$ cat src/logic/mem_align_pkg.sv
// Memory alignment package
// Widths, size codes and the request, response and RAM write records
`default_nettype none

package mem_align_pkg;

    // Bus widths
    localparam int ADDR_W         = 32;
    localparam int DATA_W         = 32;
    localparam int BYTES_PER_WORD = DATA_W / 8;
    localparam int OFFSET_W       = 2;    // Byte offset inside a word

    // Data memory geometry
    localparam int RAM_WORDS = 256;
    localparam int RAM_IDX_W = 8;

    typedef logic [ADDR_W-1:0]    addr_t;     // Byte address
    typedef logic [DATA_W-1:0]    data_t;     // One memory word
    typedef logic [OFFSET_W-1:0]  offset_t;   // Byte lane of an address
    typedef logic [RAM_IDX_W-1:0] ram_idx_t;  // Word index into the RAM

    // Access size, 1, 2 or 4 bytes
    typedef enum logic [1:0] {
        SIZE_BYTE = 2'd0,
        SIZE_HALF = 2'd1,
        SIZE_WORD = 2'd2
    } size_t;

    // CPU request, 67 bits
    typedef struct packed {
        addr_t addr;
        data_t wdata;   // Store data, low bytes used for sub-word sizes
        size_t size;
        logic  write;
    } mem_req_t;

    // CPU response, 33 bits
    typedef struct packed {
        data_t rdata;   // Zero-extended load data, zero for stores
        logic  error;   // Misaligned, memory untouched
    } mem_rsp_t;

    // RAM write, 40 bits
    typedef struct packed {
        ram_idx_t idx;
        data_t    data;
    } ram_wr_t;

endpackage

`default_nettype wire
$ cat src/logic/align_fixer.sv
// Alignment fixer
// Checks natural alignment, extracts sub-word loads, merges sub-word stores into the word
`timescale 1ns/100ps
`default_nettype none

module align_fixer (
    input  wire                        clk,
    input  wire                        reset,
    // Access from the port
    input  wire                        acc_valid,
    input  wire mem_align_pkg::mem_req_t acc,
    output logic                       acc_done,
    output mem_align_pkg::data_t       acc_rdata,
    output logic                       acc_error,
    // Word RAM
    output mem_align_pkg::ram_idx_t    ram_idx,
    input  wire mem_align_pkg::data_t  ram_rdata,
    output logic                       ram_we,
    output mem_align_pkg::ram_wr_t     ram_wr
);

    localparam int LANES = mem_align_pkg::BYTES_PER_WORD;

    typedef enum logic {
        FIX_MERGE,     // Idle or first cycle of an access
        FIX_COMMIT     // Writing back the merged word
    } fix_state_t;

    fix_state_t state;
    fix_state_t state_next;

    mem_align_pkg::offset_t offset;            // Byte lane of the address
    mem_align_pkg::offset_t align_mask;        // Offset bits that must be zero
    logic [LANES-1:0]       size_lanes;        // Lanes of the size at offset zero
    logic [LANES-1:0]       wr_lanes;          // Lanes touched in the word
    mem_align_pkg::data_t   size_bits;
    mem_align_pkg::data_t   wr_bits;
    mem_align_pkg::data_t   shifted_wdata;
    mem_align_pkg::data_t   merged;            // Old bytes with the new ones inserted
    mem_align_pkg::data_t   merge_q;
    logic                   misaligned;
    logic                   sub_word;

    assign offset  = acc.addr[mem_align_pkg::OFFSET_W-1:0];
    assign ram_idx = acc.addr[mem_align_pkg::RAM_IDX_W+mem_align_pkg::OFFSET_W-1:
                              mem_align_pkg::OFFSET_W];   // Word part of the address

    // Size decode
    always_comb begin
        case (acc.size)
            mem_align_pkg::SIZE_BYTE: begin
                size_lanes = 4'b0001;
                align_mask = 2'b00;    // Any offset
            end
            mem_align_pkg::SIZE_HALF: begin
                size_lanes = 4'b0011;
                align_mask = 2'b01;    // Even offsets only
            end
            default: begin
                size_lanes = 4'b1111;  // Word, also the unused code
                align_mask = 2'b11;
            end
        endcase
    end

    assign misaligned = |(offset & align_mask);
    assign sub_word   = ~&size_lanes;
    assign wr_lanes   = size_lanes << offset;
    assign acc_error  = misaligned;

    // Lane masks to bit masks
    always_comb begin
        for (int i = 0; i < LANES; i++) begin
            size_bits[8*i +: 8] = {8{size_lanes[i]}};
            wr_bits[8*i +: 8]   = {8{wr_lanes[i]}};
        end
    end

    // Load path, shift down and zero-extend
    always_comb begin
        if (acc.write || misaligned) begin
            acc_rdata = '0;
        end else begin
            acc_rdata = (ram_rdata >> {offset, 3'b000}) & size_bits;
        end
    end

    // Store path, also merges at offset zero to keep the upper bytes
    assign shifted_wdata = (acc.wdata & size_bits) << {offset, 3'b000};
    assign merged        = (ram_rdata & ~wr_bits) | shifted_wdata;

    always_comb begin
        state_next  = state;
        acc_done    = 1'b0;
        ram_we      = 1'b0;
        ram_wr.idx  = ram_idx;
        ram_wr.data = acc.wdata;               // Full-word store by default
        case (state)
            FIX_MERGE: begin
                if (acc_valid) begin
                    if (acc.write && !misaligned && sub_word) begin
                        state_next = FIX_COMMIT;     // Merged word held one cycle
                    end else begin
                        acc_done = 1'b1;             // Load, error or word store
                        ram_we   = acc.write && !misaligned;
                    end
                end
            end
            FIX_COMMIT: begin
                acc_done    = 1'b1;
                ram_we      = 1'b1;
                ram_wr.data = merge_q;
                state_next  = FIX_MERGE;
            end
            default: begin
                state_next = FIX_MERGE;
            end
        endcase
    end

    always_ff @(posedge clk) begin
        if (!reset) begin
            state <= FIX_MERGE;
        end else begin
            state <= state_next;
        end
    end

    // Merge capture while waiting to commit
    always_ff @(posedge clk) begin
        if (state == FIX_MERGE) begin
            merge_q <= merged;
        end
    end

endmodule

`default_nettype wire

$ cat config.mk
export PLATFORM = sky130hd
export DESIGN_NAME = align_fixer
export DESIGN_NICKNAME = d
export VERILOG_FILES = /design/src/logic/mem_align_pkg.sv /design/src/logic/align_fixer.sv
export SDC_FILE = /design/constraint.sdc
export NUM_CORES = 1
export LEC_CHECK = 0
export BUFFER_PORTS_ARGS = -buffer_cell sky130_fd_sc_hd__buf_2
export CAP_MARGIN = 40
export CORE_MARGIN = 2
export CORE_UTILIZATION = 43
export DETAILED_ROUTE_END_ITERATION = 12
export PLACE_DENSITY = 0.8
export SETUP_SLACK_MARGIN = 0.4
export SYNTH_ARGS = -nofsm -noshare
export SYNTH_HDL_FRONTEND = slang
export SYNTH_SLANG_ARGS = --single-unit
$ cat constraint.sdc
create_clock -name clk -period 1.8 [get_ports clk]
set_input_delay 0.27 -clock clk [delete_from_list [all_inputs] [get_ports clk]]
set_output_delay 0.27 -clock clk [all_outputs]
set_load 0.1 [all_outputs]
==> flow_summary_export.csv, run 1 <==
group,metric,value,unit
final_layout,layout-drive-gt1-share,0.714,
setup_path,cp_slowest_cell,"dfxtp_4",
synth,synthesis.area,0.00284,mm^2
sta,min_period,1.74,ns
outcome,status,"complete, no violations",
floorplanning,num_rows,29,
sta,rsz0062_at_grt,"true",
sta,finalHoldViolations,0,
sta,slew_headroom,0.636,
clock_tree,cts.hold.buffers_added,0,
floorplanning,core,0.00635,mm^2
clock_tree,cts.htree.levels,2,
final_layout,layout.cells.non_filler,521,
sta,finalSetupViolCount,0,
synth,synth.distinct_cells,33,
grt,first_global_vias,3554,
routing,wl_met1,5240,um
sta,fmax,0.574,GHz
grt,grt_overflow_total,0,
floorplanning,dieWidth,85.2,um
placed_design,dp_hpwl,8480,um
power,p_int,0.00192,W
grt,grt_first_pass_wirelength,20900,um
power,combPwrFrac,0.539,
setup_path,r2r_start,"state$_SDFF_PP0_",
setup_path,path_class,"reg2out",
clock_tree,ctsLongestPathBuffers,2,
routing,routed-wl-met2,7660,um
synth,synth_edf_count,32,
power,clock_power_share,0.176,
power,worst_ir_drop_vdd,0.464,mV
synth,synth_warnings,0,
final_layout,nNetsFinal,545,
grt,grt_max_degree,20,
synth,ys_seq_area_frac,0.346,
routing,first_pass_iters,6,
floorplanning,fp.dieH,85.2,um
routing,vias_per_cell,7.06,
job,cap_violations,0,
setup_path,cp_data_required_time,1.53,ns
synth,syn_nets,377,
routing,drt_iter0_drc,664,
routing,finalWirelength,16100,um
power,switchingPower,0.00144,W
grt,grt_use_total,0.382,
setup_path,slowest_delay,0.38,ns
routing,wl_met3,2050,um
placed_design,portBuffers,138,
floorplanning,die_area,0.00726,mm^2
placed_design,placed_cells,479,
final_layout,final_cell_area,0.00587,mm^2
clock_tree,cts_buffers,5,
final_layout,final_cell_mix,"buf_12, buf_2, buf_4",
setup_path,worstSetupStartpointType,"flop",
clock_tree,clock_sinks,33,
setup_path,cp-startpoint,"state$_SDFF_PP0_",
synth,async_reset_ff_frac,0,
clock_tree,clk_pin_slew,0.08,ns
sta,tightest_slew,0.544,ns
sta,maxSlewViolCount,0,
setup_path,end_kind,"output pin",
synth,synth_cells,275,
placed_design,gp_congestion,0.945,
sta,finalCritPeriodShare,0.968,
floorplanning,initial_core_util,0.447,
clock_tree,cts_root_buf,"clkbuf_8",
setup_path,crit_arrival,1.47,ns
power,power_frac_seq,0.286,
power,p_leak,2.49,nW
setup_path,cp_max_fo,4,
routing,top_layer,"met4",
synth,synth-seq-cells,33,
grt,antenna_found_initial,0,
final_layout,areaGrowthSynthToFinish,107,%
setup_path,critical_path.cell_chain,"buf_8 > clkbuf_16 > mux2_4 > buf_12",
sta,finClkSkew,0.00833,ns
floorplanning,ios,185,
routing,wl_per_cell,30.9,um
synth,synth_ff_type,"edfxtp_1",
power,p_per_area,572,mW/mm^2
routing,drc,0,
routing,ant_nets,0,
synth,syn_avg_cell_area,10.3,um^2
min_path,min_path_type,"in2reg",
placed_design,post_dp_cell_area,0.00501,mm^2
power,p_sw_frac,0.430,
clock_tree,clk_latency,0.30,ns
routing,num_vias,3677,
clock_tree,cts_tree,"built",
final_layout,final_common_cell,"buf_12",
min_path,hold_start,"reset",
final_layout,antennaDiodeCount,0,
-- path summary, 6_finish.rpt --
kind	end	slack, ns	depth (start not counted)
worst max-delay path	ram_wr[29]	0.06	4
worst min-delay path	state$_SDFF_PP0_	0.24	3
worst max register to register	merge_q[29]$_DFFE_PN_	0.40	5
worst min register to register	state$_SDFF_PP0_	1.00	6
-- layout make-up --
cell class              count  area [um^2]
well taps                  77         96.3
flip-flops and latches     33          985
clock inverters             3         17.5
inverters                   2         11.3
multi-input cells         201         2180
repair buffers            200         2520
clock buffers               5         68.8
fillers                   190          477
-- metal layers --
metal	vias up	track usage
li1	1372	-
met1	1726	0.456
met5	-	0
met2	443	0.628
met3	136	0.0875
met4	0	0.228
-- cells by family after synthesis --
group / Yosys count / synth area share
compound gates: 72 / 0.201
buf+inv: 41 / 0.0922
flops: 33 / 0.346
mux: 65 / 0.247
simple gates: 64 / 0.114
-- synthesized netlist by cell type, types with 2 or more instances --
library cell	n	area [um^2]
nand2b_1	2	12.5
clkbuf_1	5	18.8
nor2b_1	9	56.3
buf_4	21	158
buf_6	2	22.5
nor2_1	29	109
nand2_1	9	33.8
and2_1	8	50.1
a22o_1	8	70.1
a221o_1	16	160
a32o_1	8	80.1
inv_1	2	7.51
buf_2	11	55.1
edfxtp_1	32	961
mux2i_1	24	240
a211oi_1	16	120
o21ai_0	17	85.1
mux2_2	41	462
-- through the flow --
| step | util | power, W | setup WS (ns) | hold WS [ns] | setup TNS, ns |
|---|---|---|---|---|---|
| final | 0.925 | 0.00336 | 0.0581 | 0.236 | 0 |
| after floorplan | - | 0.00211 | -0.246 | 0.398 | -2.67 |
| after CTS | 0.882 | 0.00318 | 0.0831 | 0.230 | 0 |
| after global routing | 0.925 | 0.00339 | 0.0555 | 0.245 | 0 |
| after detailed placement | 0.790 | 0.00252 | -0.0402 | 0.540 | -0.333 |
| after global placement | 0.790 | 0.00248 | -0.0239 | 0.522 | -0.132 |
-- worst max-delay path: cells and delay by family (launching register included) --
family   cells  cell delay [ns]
buf+inv      3             0.48
flops        1             0.38
mux          1             0.32
-- state kept, by name, indices dropped and copies added (netlist names) --
name     cells
state        1
merge_q     32
-- what timing repair did --
action,in CTS,in global routing
resized for setup,56,39
cloned,4,2
setup endpoints to repair,83,115
pin swaps,16,11
setup buffers,20,8
-- power groups by stage --
stage / sequential (W) / clock, W / combinational [W]
2_1_floorplan: 0.000960 / 0 / 0.00115
3_3_place_gp: 0.000964 / 0 / 0.00152
3_5_place_dp: 0.000968 / 0 / 0.00155
4_1_cts: 0.000953 / 0.000556 / 0.00167
5_1_grt: 0.000964 / 0.000595 / 0.00183
6_report: 0.000959 / 0.000590 / 0.00181
No activity file was read; power rests on OpenSTA's default activity.
==> run 2, diff against run 1 <==
Settings changed: PLACE_DENSITY 0.8 to 0.85.
==> run 2 against run 1 <==
Total power increased by 2.4%. Largest cell class unchanged. Clock-buffer cell count is 1 higher. Core utilization increased by 1.7 points. Maximum frequency is 3.7% lower. Hold slack lost 0.032 ns. Worst setup slack got worse by 0.068 ns. Sequential share of layout area down 0.31 points. Critical path depth stayed put. Wire length grew 12%. Die area is the same. Clock skew increased by 0.011 ns. The flow now finishes with violations (negative setup slack).
==> flow_summary_export.csv, run 2 (synthesis gave the netlist of run 1 again) <==
group,metric,value,unit
clock_tree,cts.hold.buffers_added,0,
outcome,failed_checks,"negative setup slack",
final_layout,final_cell_area,0.00598,mm^2
final_layout,largest_reg_flops,32,
placed_design,portBuffers,138,
sta,rsz0062_at_grt,"true",
clock_tree,clock_sinks,33,
floorplanning,fp.dieH,85.2,um
routing,vias_per_cell,7.24,
power,p_per_area,575,mW/mm^2
setup_path,end_kind,"output pin",
final_layout,largest-register,"merge_q",
placed_design,placed_cells,477,
clock_tree,clk_pin_slew,0.09,ns
floorplanning,dieWidth,85.2,um
grt,antenna_found_initial,0,
final_layout,nFillCells,152,
final_layout,layout.cells.non_filler,527,
final_layout,layout-drive-gt1-share,0.736,
setup_path,crit_arrival,1.54,ns
setup_path,cp_slowest_cell,"dfxtp_4",
placed_design,dp_hpwl,8700,um
floorplanning,initial_core_util,0.447,
placed_design,post_dp_cell_area,0.00501,mm^2
sta,min_period,1.81,ns
sta,finClkSkew,0.0198,ns
final_layout,fin_util,0.942,
final_layout,biggestRegsByFlops,"merge_q (32), state (1)",
clock_tree,clk_latency,0.32,ns
clock_tree,cts_root_buf,"clkbuf_8",
setup_path,critPathTopFamily,"buffers and inverters",
power,power.total,0.00344,W
floorplanning,num_rows,29,
final_layout,areaGrowthSynthToFinish,111,%
job,cap_violations,0,
setup_path,path_class,"reg2out",
sta,tightest_slew,0.574,ns
routing,finalWirelength,18100,um
final_layout,final_cell_mix,"buf_12, buf_2, edfxtp_1",
routing,ant_nets,0,
final_layout,nNetsFinal,551,
sta,fmax,0.553,GHz
placed_design,gp_congestion,1.00,
grt,grt_use_total,0.396,
clock_tree,cts.htree.levels,2,
setup_path,critical_path.cell_chain,"buf_6 > buf_16 > mux2_4 > buf_12",
setup_path,cp.buffers_inverters,3,
power,worst_ir_drop_vdd,0.477,mV
outcome,status,"finished, violations left",
final_layout,final_common_cell,"buf_12",
grt,grt_overflow_total,0,
floorplanning,die_area,0.00726,mm^2
sta,finalHoldViolations,0,
final_layout,antennaDiodeCount,0,
setup_path,worstSetupStartpointType,"flop",
routing,num_vias,3817,
clock_tree,cts_tree,"built",
floorplanning,ios,185,
setup_path,slowest_delay,0.41,ns
sta,worst_slack,-0.00952,ns
setup_path,cp_max_fo,8,
clock_tree,cts_buffers,5,
sta,finalSetupViolCount,3,
sta,finalCritPeriodShare,1.01,
power,p_leak,2.51,nW
setup_path,cp_data_required_time,1.53,ns
clock_tree,ctsLongestPathBuffers,2,
min_path,min_path_type,"in2reg",
routing,first_pass_iters,7,
sta,setup-tns-final,-0.0179,ns
grt,grt_first_pass_wirelength,21600,um
floorplanning,core,0.00635,mm^2
routing,drt_iter0_drc,585,
grt,first_global_vias,3486,
routing,wl_per_cell,34.3,um
sta,slew_headroom,0.616,
sta,maxSlewViolCount,0,
grt,grt_max_degree,19,
routing,drc,0,
run 2: changes by cell type in the layout (fill, tap and decap cells not counted), moves of 4 or more:
cell     delta
mux2_4      -7
mux2i_2     +8
o21ai_0     -4
mux2i_1     -9
mux2_2      +7
buf_4       -7
buf_6      +12
run 2: power breakdown:
group	total (W)	internal (W)	switching [W]
sequential	0.000967	0.000931	0.0000357
clock	0.000605	0.000269	0.000336
combinational	0.00187	0.000734	0.00113
run 2: worst paths after layout:
kind               startpoint                   end  slack, ns  depth (start not counted)
min                     reset      state$_SDFF_PP0_       0.20                          3
max reg2reg  state$_SDFF_PP0_  merge_q[4]$_DFFE_PN_       0.22                          6
min reg2reg  state$_SDFF_PP0_      state$_SDFF_PP0_       1.05                          6
max          state$_SDFF_PP0_            ram_wr[29]      -0.01                          4
run 2: area by class of cell:
type                            count  area [um^2]  area share
Timing Repair Buffer              206         2630       0.440
Multi-Input combinational cell    201         2180       0.364
Sequential cell                    33          985       0.165
Tap cell                           77         96.3      0.0161
Clock buffer                        6         72.6      0.0121
Inverter                            2         11.3     0.00188
Clock inverter                      2         10.0     0.00167
run 2: stage by stage:
stage / worst slack (ns) / hold slack [ns]
finish: -0.00952 / 0.205
global route: -0.000537 / 0.217
CTS: 0.0705 / 0.209
detailed placement: -0.00195 / 0.522
global placement: 0.0292 / 0.527
floorplan: -0.246 / 0.398
run 2: timing repair:
item / CTS / global route
gates resized for setup: 54 / 50
setup buffers: 21 / 11
pin swaps: 21 / 18
cloned: 4 / 6
endpoints found under the setup margin: 84 / 120
run 2: worst min-delay path: cells and delay by family:
kind / cells / cell delay [ns]
buffers and inverters: 1 / 0.10
AND/OR/NAND/NOR: 2 / 0.12
run 2: layer usage:
metal  track usage  part of all wire  vias to the layer above
met2         0.638              0.45                      493
met1         0.493              0.32                     1757
li1              -                 -                     1389
met3         0.102              0.13                      178
met5             0                 0                        -
met4         0.199             0.095                        0
