### src/logic/mem_align_pkg.sv
// Memory alignment package
// Widths, size codes and the request, response and RAM write records
`default_nettype none

package mem_align_pkg;

    // Bus widths
    localparam int ADDR_W         = 32;
    localparam int DATA_W         = 32;
    localparam int BYTES_PER_WORD = DATA_W / 8;
    localparam int OFFSET_W       = 2;    // Byte offset inside a word

    // Data memory geometry
    localparam int RAM_WORDS = 256;
    localparam int RAM_IDX_W = 8;

    typedef logic [ADDR_W-1:0]    addr_t;     // Byte address
    typedef logic [DATA_W-1:0]    data_t;     // One memory word
    typedef logic [OFFSET_W-1:0]  offset_t;   // Byte lane of an address
    typedef logic [RAM_IDX_W-1:0] ram_idx_t;  // Word index into the RAM

    // Access size, 1, 2 or 4 bytes
    typedef enum logic [1:0] {
        SIZE_BYTE = 2'd0,
        SIZE_HALF = 2'd1,
        SIZE_WORD = 2'd2
    } size_t;

    // CPU request, 67 bits
    typedef struct packed {
        addr_t addr;
        data_t wdata;   // Store data, low bytes used for sub-word sizes
        size_t size;
        logic  write;
    } mem_req_t;

    // CPU response, 33 bits
    typedef struct packed {
        data_t rdata;   // Zero-extended load data, zero for stores
        logic  error;   // Misaligned, memory untouched
    } mem_rsp_t;

    // RAM write, 40 bits
    typedef struct packed {
        ram_idx_t idx;
        data_t    data;
    } ram_wr_t;

endpackage

`default_nettype wire
### src/logic/access_port.sv
// CPU-side access port
// Holds one request, presents it to the alignment fixer, registers the response
`timescale 1ns/100ps
`default_nettype none

module access_port (
    input  wire                      clk,
    input  wire                      reset,
    // Request channel from the CPU
    input  wire                      req_valid,
    input  wire mem_align_pkg::mem_req_t req,
    output logic                     req_ready,
    // Held access towards the fixer
    output logic                     acc_valid,
    output mem_align_pkg::mem_req_t  acc,
    input  wire                      acc_done,
    input  wire mem_align_pkg::data_t acc_rdata,
    input  wire                      acc_error,
    // Response channel without back-pressure
    output logic                     rsp_valid,
    output mem_align_pkg::mem_rsp_t  rsp
);

    typedef enum logic [1:0] {
        PORT_IDLE,     // Waiting for a request
        PORT_BUSY,     // Fixer working on the held request
        PORT_REPLY     // Response cycle that may accept again
    } port_state_t;

    port_state_t state;
    port_state_t state_next;

    logic ready_en;                     // Keeps req_ready low one cycle after reset
    logic accept;                       // Request handshake this cycle
    logic finish;                       // Fixer completes the held access

    mem_align_pkg::mem_req_t req_q;     // Holding register
    mem_align_pkg::mem_rsp_t rsp_q;     // Registered response

    // Ready in idle and in the reply cycle
    assign req_ready = ready_en && (state == PORT_IDLE || state == PORT_REPLY);
    assign accept    = req_valid && req_ready;
    assign finish    = (state == PORT_BUSY) && acc_done;

    assign acc_valid = (state == PORT_BUSY);   // Stable until acc_done
    assign acc       = req_q;
    assign rsp_valid = (state == PORT_REPLY);  // One-cycle pulse
    assign rsp       = rsp_q;

    // Sequencing
    always_comb begin
        state_next = state;
        case (state)
            PORT_IDLE: begin
                if (accept) begin
                    state_next = PORT_BUSY;
                end
            end
            PORT_BUSY: begin
                if (acc_done) begin
                    state_next = PORT_REPLY;   // Response goes out next cycle
                end
            end
            PORT_REPLY: begin
                // Back-to-back request accepted alongside the response
                state_next = accept ? PORT_BUSY : PORT_IDLE;
            end
            default: begin
                state_next = PORT_IDLE;
            end
        endcase
    end

    always_ff @(posedge clk) begin
        if (!reset) begin
            state    <= PORT_IDLE;
            ready_en <= 1'b0;
        end else begin
            state    <= state_next;
            ready_en <= 1'b1;
        end
    end

    // Request capture on the handshake edge
    always_ff @(posedge clk) begin
        if (accept) begin
            req_q <= req;
        end
    end

    // Response capture on the done edge
    always_ff @(posedge clk) begin
        if (finish) begin
            rsp_q.rdata <= acc_rdata;   // Fixer returns zero for stores and errors
            rsp_q.error <= acc_error;
        end
    end

endmodule

`default_nettype wire

### config.mk
export PLATFORM = sky130hd
export DESIGN_NAME = access_port
export DESIGN_NICKNAME = d
export VERILOG_FILES = /design/src/logic/mem_align_pkg.sv /design/src/logic/access_port.sv
export SDC_FILE = /design/constraint.sdc
export NUM_CORES = 1
export LEC_CHECK = 0
export BUFFER_PORTS_ARGS = -buffer_cell sky130_fd_sc_hd__clkbuf_2
export CORE_UTILIZATION = 39
export CTS_BUF_LIST = sky130_fd_sc_hd__clkbuf_8
export DETAILED_ROUTE_END_ITERATION = 8
export GPL_ROUTABILITY_DRIVEN = 0
export HOLD_SLACK_MARGIN = 0.08
export PLACE_DENSITY_LB_ADDON = 0.08
export SYNTH_ARGS = -nofsm -noshare
export SYNTH_HDL_FRONTEND = slang
export SYNTH_SLANG_ARGS = --single-unit
export TNS_END_PERCENT = 5
### constraint.sdc
create_clock -name clk -period 2.9 [get_ports clk]
set_clock_uncertainty 0.1 [all_clocks]
set_input_delay 0.58 -clock clk [delete_from_list [all_inputs] [get_ports clk]]
set_output_delay 0.58 -clock clk [all_outputs]
set_load 0.005 [all_outputs]
==> results of run 1 <==
-- critical path, stage by stage, from the launching register on --
cell and delay, ns:
dfxtp_1 0.36, nor2b_2 0.18, clkbuf_2 0.13
-- cell usage after synthesis --
master	n	area share [%]
edfxtp_1	100	96
dfxtp_1	3	1.9
and2b_1	2	0.48
and2_1	1	0.20
and3_1	1	0.20
and3b_1	1	0.28
nor2b_2	1	0.28
nor3b_1	1	0.24
o21a_1	1	0.24
-- power breakdown --
group	internal [mW]	leakage, nW	total (mW)	switching, mW
clock	0.528	0.118	0.958	0.430
combinational	0.0860	0.903	0.156	0.0705
sequential	1.70	0.950	1.71	0.0132
total	2.31	1.97	2.82	0.514
-- path summary, 6_finish.rpt --
check | end | cells after the start
worst min-delay path | ready_en | 1
worst max-delay path | acc_valid | 2
worst min register to register | state[0] | 2
worst max register to register | rsp[29] | 3
-- flip-flops by register name, summed over array words and instances (netlist names) --
register and count:
rsp 33, ready_en 1, acc 67, state 2
-- routing by layer --
layer	up-vias	routed length [um]	GRT usage, %
li1	878	-	-
met1	816	2160	15.4
met2	134	2970	25.2
met3	8	903	8.54
met4	0	92	5.69
met5	-	0	0
-- logic make-up (layout without fill, tap and decap cells) --
| logic type | after synthesis | after routing |
|---|---|---|
| buf+inv | 0 | 224 |
| flops | 103 | 103 |
| compound gates | 1 | 1 |
| simple gates | 7 | 7 |
-- layout make-up --
class | count | area (um2)
clock buffer | 11 | 151
clock inverter | 5 | 75.1
fill | 616 | 3190
multi-input combinational | 8 | 61.3
sequential | 103 | 3060
tap | 102 | 128
timing repair buffer | 208 | 1060
-- cells in the final DEF, fill, tap and decap left out, types with 2 or more instances in the layout --
master and instances:
dfxtp_1 3, edfxtp_1 100, bufinv_16 2, clkbuf_2 206
clkbuf_8 11, and2b_1 2, inv_1 2
-- through the flow --
step,worst slack [ns],hold slack (ns)
after global placement,1.15,0.503
after global routing,1.13,0.245
after detailed placement,1.14,0.523
final,1.21,0.266
after floorplan,0.137,0.481
after CTS,1.19,0.250
==> results.md, run 1 <==
* Status: complete, no violations
* Sink Count at 103
* Final Cycle Share at 58.3%
* Layout cell share with drive strength beyond 1 at 66.9%
* Mux contribution to synthesized area at 0%
* Root Driver: clkbuf_8
* Final non-filler cell area at 0.00454 mm2
* Netlist cell types at 9
* Antenna Nets Post-Route at 0
* Complex-gate fraction of the synthesized area at 0.240%
* Die extent in x at 91.5 um
* Largest net degree at the start of global routing at 62
* DP Cell Count at 421
* Worst Max-Slew Pin Slew at 0.393 ns
* CTS buffer count at 9
* Routed wire length at 6130 um
* CP required at 2.22 ns
* Final TNS setup at 0 ns
* Core area at 0.00773 mm2
* Post-CTS setup buffer count at 0
* Number of synthesis warnings at 0
* R2r setup slk at 1.41 ns
* Via count at 1836
* Syn_nets at 215
* Non-filler instance count after layout at 437
* Min-delay worst type: primary input to register
* Max cap viols at 0
* Clock tree buffer depth at 2
* Mapped cell area at 0.00312 mm2
* Startpoint Class: register
* CP arrival at 1.01 ns
* Number of global-route vias before repair at 1762
* Worst rel slew slack at 73.8%
* RSZ-0062 raised after global routing: false
* #FFs+latches synth at 103
* Largest family of logic cells by synthesized area: simple AND/OR/NAND/NOR gates
* PostCTS Resize Cnt at 0
* XOR/XNOR Fraction of Synth Area at 0%
* First-pass DRT Iterations at 4
* Critical path origin: state[0]
* RR Startpoint: state[0]
* Syn-to-layout area delta at 45.3%
* Synth Area in Simple Gates at 1.68%
* Initial antenna violation count at 0
* CP Max Fanout at 5
* Global-route usage over all layers at 15.0%
* # hold bufs at CTS at 0
* Hold path start: reset
* Avg Cell Area, Syn at 28.1 um2
* Leak Pwr at 1.97 nW
* PortBufs at 206
* Adder and majority cell fraction of the synthesized area at 0%
* Crit. End Element: output pin
* Vias/cell at 4.20
* Std cell rows at 32
* WS Path Type: register to output pin
* First-pass GRT wire length at 8980 um
* CTS tree: built
* Final Hold Fails at 0
* Final net count at 434
* Initial Util at 40.4%
* Final setup viols at 0
* Overflow after GRT at 0
* DR DRC count at 0
* Crit path time final at 1.69 ns
* Clk pin slew, worst setup/hold paths at 0.09 ns
* Cells after Synth at 111
* Wire per inst at 14.0 um
* Utilization after layout at 58.7%
* # H-tree levels at 3
* Die area at 0.00837 mm2
* Pwr Total at 2.82 mW
* Register area share after synthesis at 98.1%
* # IOs at 207
* Chip Height at 91.5 um
* Max VDD drop at 0.000303 V
* Fmax at 591 MHz
* Worst skew pair latency at 0.34 ns
* Max-slew violations at 0
* Cell Pwr Density at 622 mW/mm2
* N_diodes at 0
* Placed instance area at 0.00431 mm2
* Iteration-0 DRC Markers at 80
(Power assumes the default switching activity.)
==> run 2, diff against run 1 <==
==> constraint.sdc (replaced) <==
create_clock -name clk -period 1.5 [get_ports clk]
set_clock_uncertainty 0.1 [all_clocks]
set_input_delay 0.3 -clock clk [delete_from_list [all_inputs] [get_ports clk]]
set_output_delay 0.3 -clock clk [all_outputs]
set_load 0.005 [all_outputs]
==> run 2 against run 1 <==
Compared with the run above: the run now fails in clock tree synthesis; synthesized cell count stayed put; area after synthesis unchanged.
==> results.md, run 2 <==
* Async set-or-reset flop fraction in the synthesized netlist at 0% (unchanged)
* Avg Cell Area, Syn at 28.1 um2 (unchanged)
* PostCTS Resize Cnt at 0 (unchanged)
* Dpl hpwl at 4810 um
* Share of Yosys cell area claimed by the top area cell type at 96.2% (unchanged)
* Placed instance area at 0.00436 mm2 (+1.2%)
* Count leader, synth: edfxtp_1
* Clock tree buffer depth at 2 (unchanged)
* Post-CTS setup buffer count at 0 (unchanged)
* Number of synthesis warnings at 0 (unchanged)
* Mapped cell area at 0.00312 mm2 (unchanged)
* Largest family of logic cells by synthesized area: simple AND/OR/NAND/NOR gates
* Complex-gate fraction of the synthesized area at 0.240% (unchanged)
* Syn_nets at 215 (unchanged)
* Sink Count at 103 (unchanged)
* Initial Util at 40.4% (unchanged)
* EDFF count, synth at 100 (unchanged)
* Root Driver: clkbuf_8
* Mux contribution to synthesized area at 0% (unchanged)
* Synth Area in Simple Gates at 1.68% (unchanged)
* PortBufs at 206 (unchanged)
* Post-synth top cells: edfxtp_1 (100), dfxtp_1 (3), and2b_1 (2)
* Register area share after synthesis at 98.1% (unchanged)
* Adder and majority cell fraction of the synthesized area at 0% (unchanged)
* Largest area contributor in the netlist: edfxtp_1
* #FFs+latches synth at 103 (unchanged)
* Netlist cell types at 9 (unchanged)
* Main synth FF type: edfxtp_1
* # hold bufs at CTS at 101 (+101)
* CTS buffer count at 9 (unchanged)
* Status: stopped before the end
* XOR/XNOR Fraction of Synth Area at 0% (unchanged)
* # IOs at 207 (unchanged)
* Chip Height at 91.5 um (unchanged)
* Cells after Synth at 111 (unchanged)
* Std cell rows at 32 (unchanged)
* Die extent in x at 91.5 um (unchanged)
* Log Error: [ERROR RSZ-0060] Max buffer count reached.
* Top post-synthesis cells by area: edfxtp_1 (96%), dfxtp_1 (1.9%), and2b_1 (0.48%)
* # H-tree levels at 3 (unchanged)
* Exit stage: clock tree synthesis
## run 2: cell counts after synthesis
No cell type changed its count.
## run 2: kinds of logic after synthesis
logic type	after synthesis
AND/OR/NAND/NOR	7
AO/OA/AOI/OAI	1
flip-flops	103
## run 2: through the flow
stage	utilization [%]	std cells	hold WS [ns]	setup slack (ns)
after floorplan	-	111	0.228	-0.0791
after global placement	56.5	424	0.335	0.193
after detailed placement	56.5	424	0.338	0.175
==> run 3, diff against run 2 <==
--- a/config.mk
+++ b/config.mk
@@ -6,12 +6,10 @@
 export NUM_CORES = 1
 export LEC_CHECK = 0
 export BUFFER_PORTS_ARGS = -buffer_cell sky130_fd_sc_hd__clkbuf_2
-export CORE_UTILIZATION = 39
-export CTS_BUF_LIST = sky130_fd_sc_hd__clkbuf_8
+export CORE_UTILIZATION = 40
 export DETAILED_ROUTE_END_ITERATION = 8
 export GPL_ROUTABILITY_DRIVEN = 0
-export HOLD_SLACK_MARGIN = 0.08
-export PLACE_DENSITY_LB_ADDON = 0.08
+export PLACE_DENSITY_LB_ADDON = 0.15
 export SYNTH_ARGS = -nofsm -noshare
 export SYNTH_HDL_FRONTEND = slang
 export SYNTH_SLANG_ARGS = --single-unit
==> constraint.sdc (replaced) <==
create_clock -name clk -period 2 [get_ports clk]
set_clock_uncertainty 0.1 [all_clocks]
set_input_delay 0.4 -clock clk [delete_from_list [all_inputs] [get_ports clk]]
set_output_delay 0.4 -clock clk [all_outputs]
set_load 0.005 [all_outputs]
==> run 3 against run 2 <==
Compared with the run above: the run now ends clean.
==> results.md, run 3 (synthesis gave the netlist of run 1 again) <==
* Core area at 0.00741 mm2
* DP Cell Count at 419 (-1.2%)
* Iteration-0 DRC Markers at 88
* Non-filler instance count after layout at 435
* Area of the multi-input gates at 61.3 um2
* Initial Util at 42.2% (+1.7 points)
* CTS buffer count at 9 (unchanged)
* Antenna Nets Post-Route at 0
* Largest net degree at the start of global routing at 34
* N_diodes at 0
* Post-CTS setup buffer count at 0 (unchanged)
* Min-delay worst type: primary input to register
* Commonest non-fill, non-tap cell in the layout: clkbuf_2
* Final Cycle Share at 75.7%
* Overflow after GRT at 0
* CP required at 1.50 ns
* CP max stage delay at 0.36 ns
* Flop pwr share at 62.7%
* Dpl hpwl at 4740 um (-1.6%)
* Final setup viols at 0
* Max VDD drop at 0.000411 V
* Comb pwr share at 5.8%
* First-pass GRT wire length at 8620 um
* Vias/cell at 4.31
* Crit. End Element: output pin
* Number of global-route vias before repair at 1770
* Max cap viols at 0
* Std cell rows at 31 (-3.1%)
* # IOs at 207 (unchanged)
* Crit path time final at 1.51 ns
* # hold bufs at CTS at 0 (-100%)
* Fmax at 661 MHz
* Most frequent cells in the layout: clkbuf_2 (206), edfxtp_1 (100), clkbuf_8 (9)
* Worst rel slew slack at 73.1%
* Leak Pwr at 1.96 nW
* P_sw at 0.789 mW
* R2R depth at 3
* Clock tree buffer depth at 2 (unchanged)
* CTS tree: built
* Sink Count at 103 (unchanged)
* Syn-to-layout area delta at 44.8%
* Chip Height at 90.4 um (-1.2%)
* CP Max Fanout at 5
* Clock power share at 31.5%
* Wire per inst at 13.8 um
* Final Hold Fails at 0
* Number of flip-flops in the largest register at 67
* Reg area at 0.00306 mm2
* Worst skew pair latency at 0.35 ns
* CP arrival at 1.01 ns
* WS Path Type: register to output pin
* Sw frac at 20.0%
* Startpoint Class: register
* Die extent in x at 90.4 um (-1.2%)
* # H-tree levels at 3 (unchanged)
* Hold Slack at 0.0810 ns
* Int Power at 3.17 mW
* Pwr Total at 3.95 mW
* Critical path's slowest cell: dfxtp_1
* RSZ-0062 raised after global routing: false
* Initial antenna violation count at 0
* Routed wire length at 6010 um
* Final net count at 435
* Filler cell count at 606
* Root Driver: clkbuf_8
* Endpoint, Worst Hold: ready_en
* Clk pin slew, worst setup/hold paths at 0.09 ns
* Cell Pwr Density at 875 mW/mm2
* Global-route usage over all layers at 14.7%
* PortBufs at 206 (unchanged)
* Status: complete, no violations
* Max-slew violations at 0
* Die area at 0.00816 mm2
* Via count at 1877
* WHS Path Cells at 1
* R2r endpoint: rsp[26]
* Layout cell share with drive strength beyond 1 at 67.3%
* Worst Max-Slew Pin Slew at 0.404 ns
* R2r setup slk at 0.51 ns
* DR DRC count at 0
* PostCTS Resize Cnt at 0 (unchanged)
* Final TNS setup at 0 ns
* Hold path start: reset
* Cells along the critical path: nor2b_2 > clkbuf_2
* RR Startpoint: state[0]
* First-pass DRT Iterations at 4
==> run 3: layout make-up <==
| class | instances | area share (%) |
|---|---|---|
| Multi-Input combinational cell | 8 | 1.36 |
| Timing Repair Buffer | 209 | 23.9 |
| Sequential cell | 103 | 67.7 |
| Clock inverter | 7 | 1.58 |
| Tap cell | 99 | 2.74 |
| Clock buffer | 9 | 2.74 |
==> run 3: how the worst max path moves through the flow <==
stage | startpoint | end | slack [ns] | depth (start not counted)
global placement | req_valid | acc[47] | 0.50 | 3
detailed placement | req_valid | acc[2] | 0.50 | 3
finish | state[0] | acc_valid | 0.49 | 2
floorplan | state[0] | rsp[0] | 0.16 | 2
global route | state[0] | acc_valid | 0.40 | 2
CTS | state[0] | acc_valid | 0.45 | 2
==> run 3: per-layer routing <==
| metal | vias to the layer above | global-route usage [%] | wire length, um |
|---|---|---|---|
| li1 | 883 | - | - |
| met1 | 840 | 17.1 | 2340 |
| met2 | 138 | 22.9 | 2890 |
| met3 | 16 | 5.64 | 613 |
| met4 | 0 | 9.14 | 166 |
| met5 | - | 0 | 0 |
==> run 3: power by group through the flow <==
stage	clock network [mW]	registers, mW	logic [mW]
5_1_grt	1.37	2.49	0.254
3_5_place_dp	0	2.53	0.237
6_report	1.24	2.48	0.231
2_1_floorplan	0	2.54	0.0338
4_1_cts	1.29	2.48	0.237
3_3_place_gp	0	2.53	0.236
==> run 3: critical path, delay by kind of cell, from the launching register on <==
| family | cells | cell delay (ns) |
|---|---|---|
| flops | 1 | 0.36 |
| simple gates | 1 | 0.18 |
| buf+inv | 1 | 0.13 |
==> run 3: through the flow <==
| step | setup WS [ns] | area (um2) | util (%) |
|---|---|---|---|
| final | 0.486 | 4520 | 61.0 |
| after global placement | 0.503 | 4330 | 58.4 |
| after CTS | 0.454 | 4520 | 61.0 |
| after detailed placement | 0.498 | 4330 | 58.4 |
| after global routing | 0.396 | 4520 | 61.0 |
| after floorplan | 0.158 | 3120 | - |
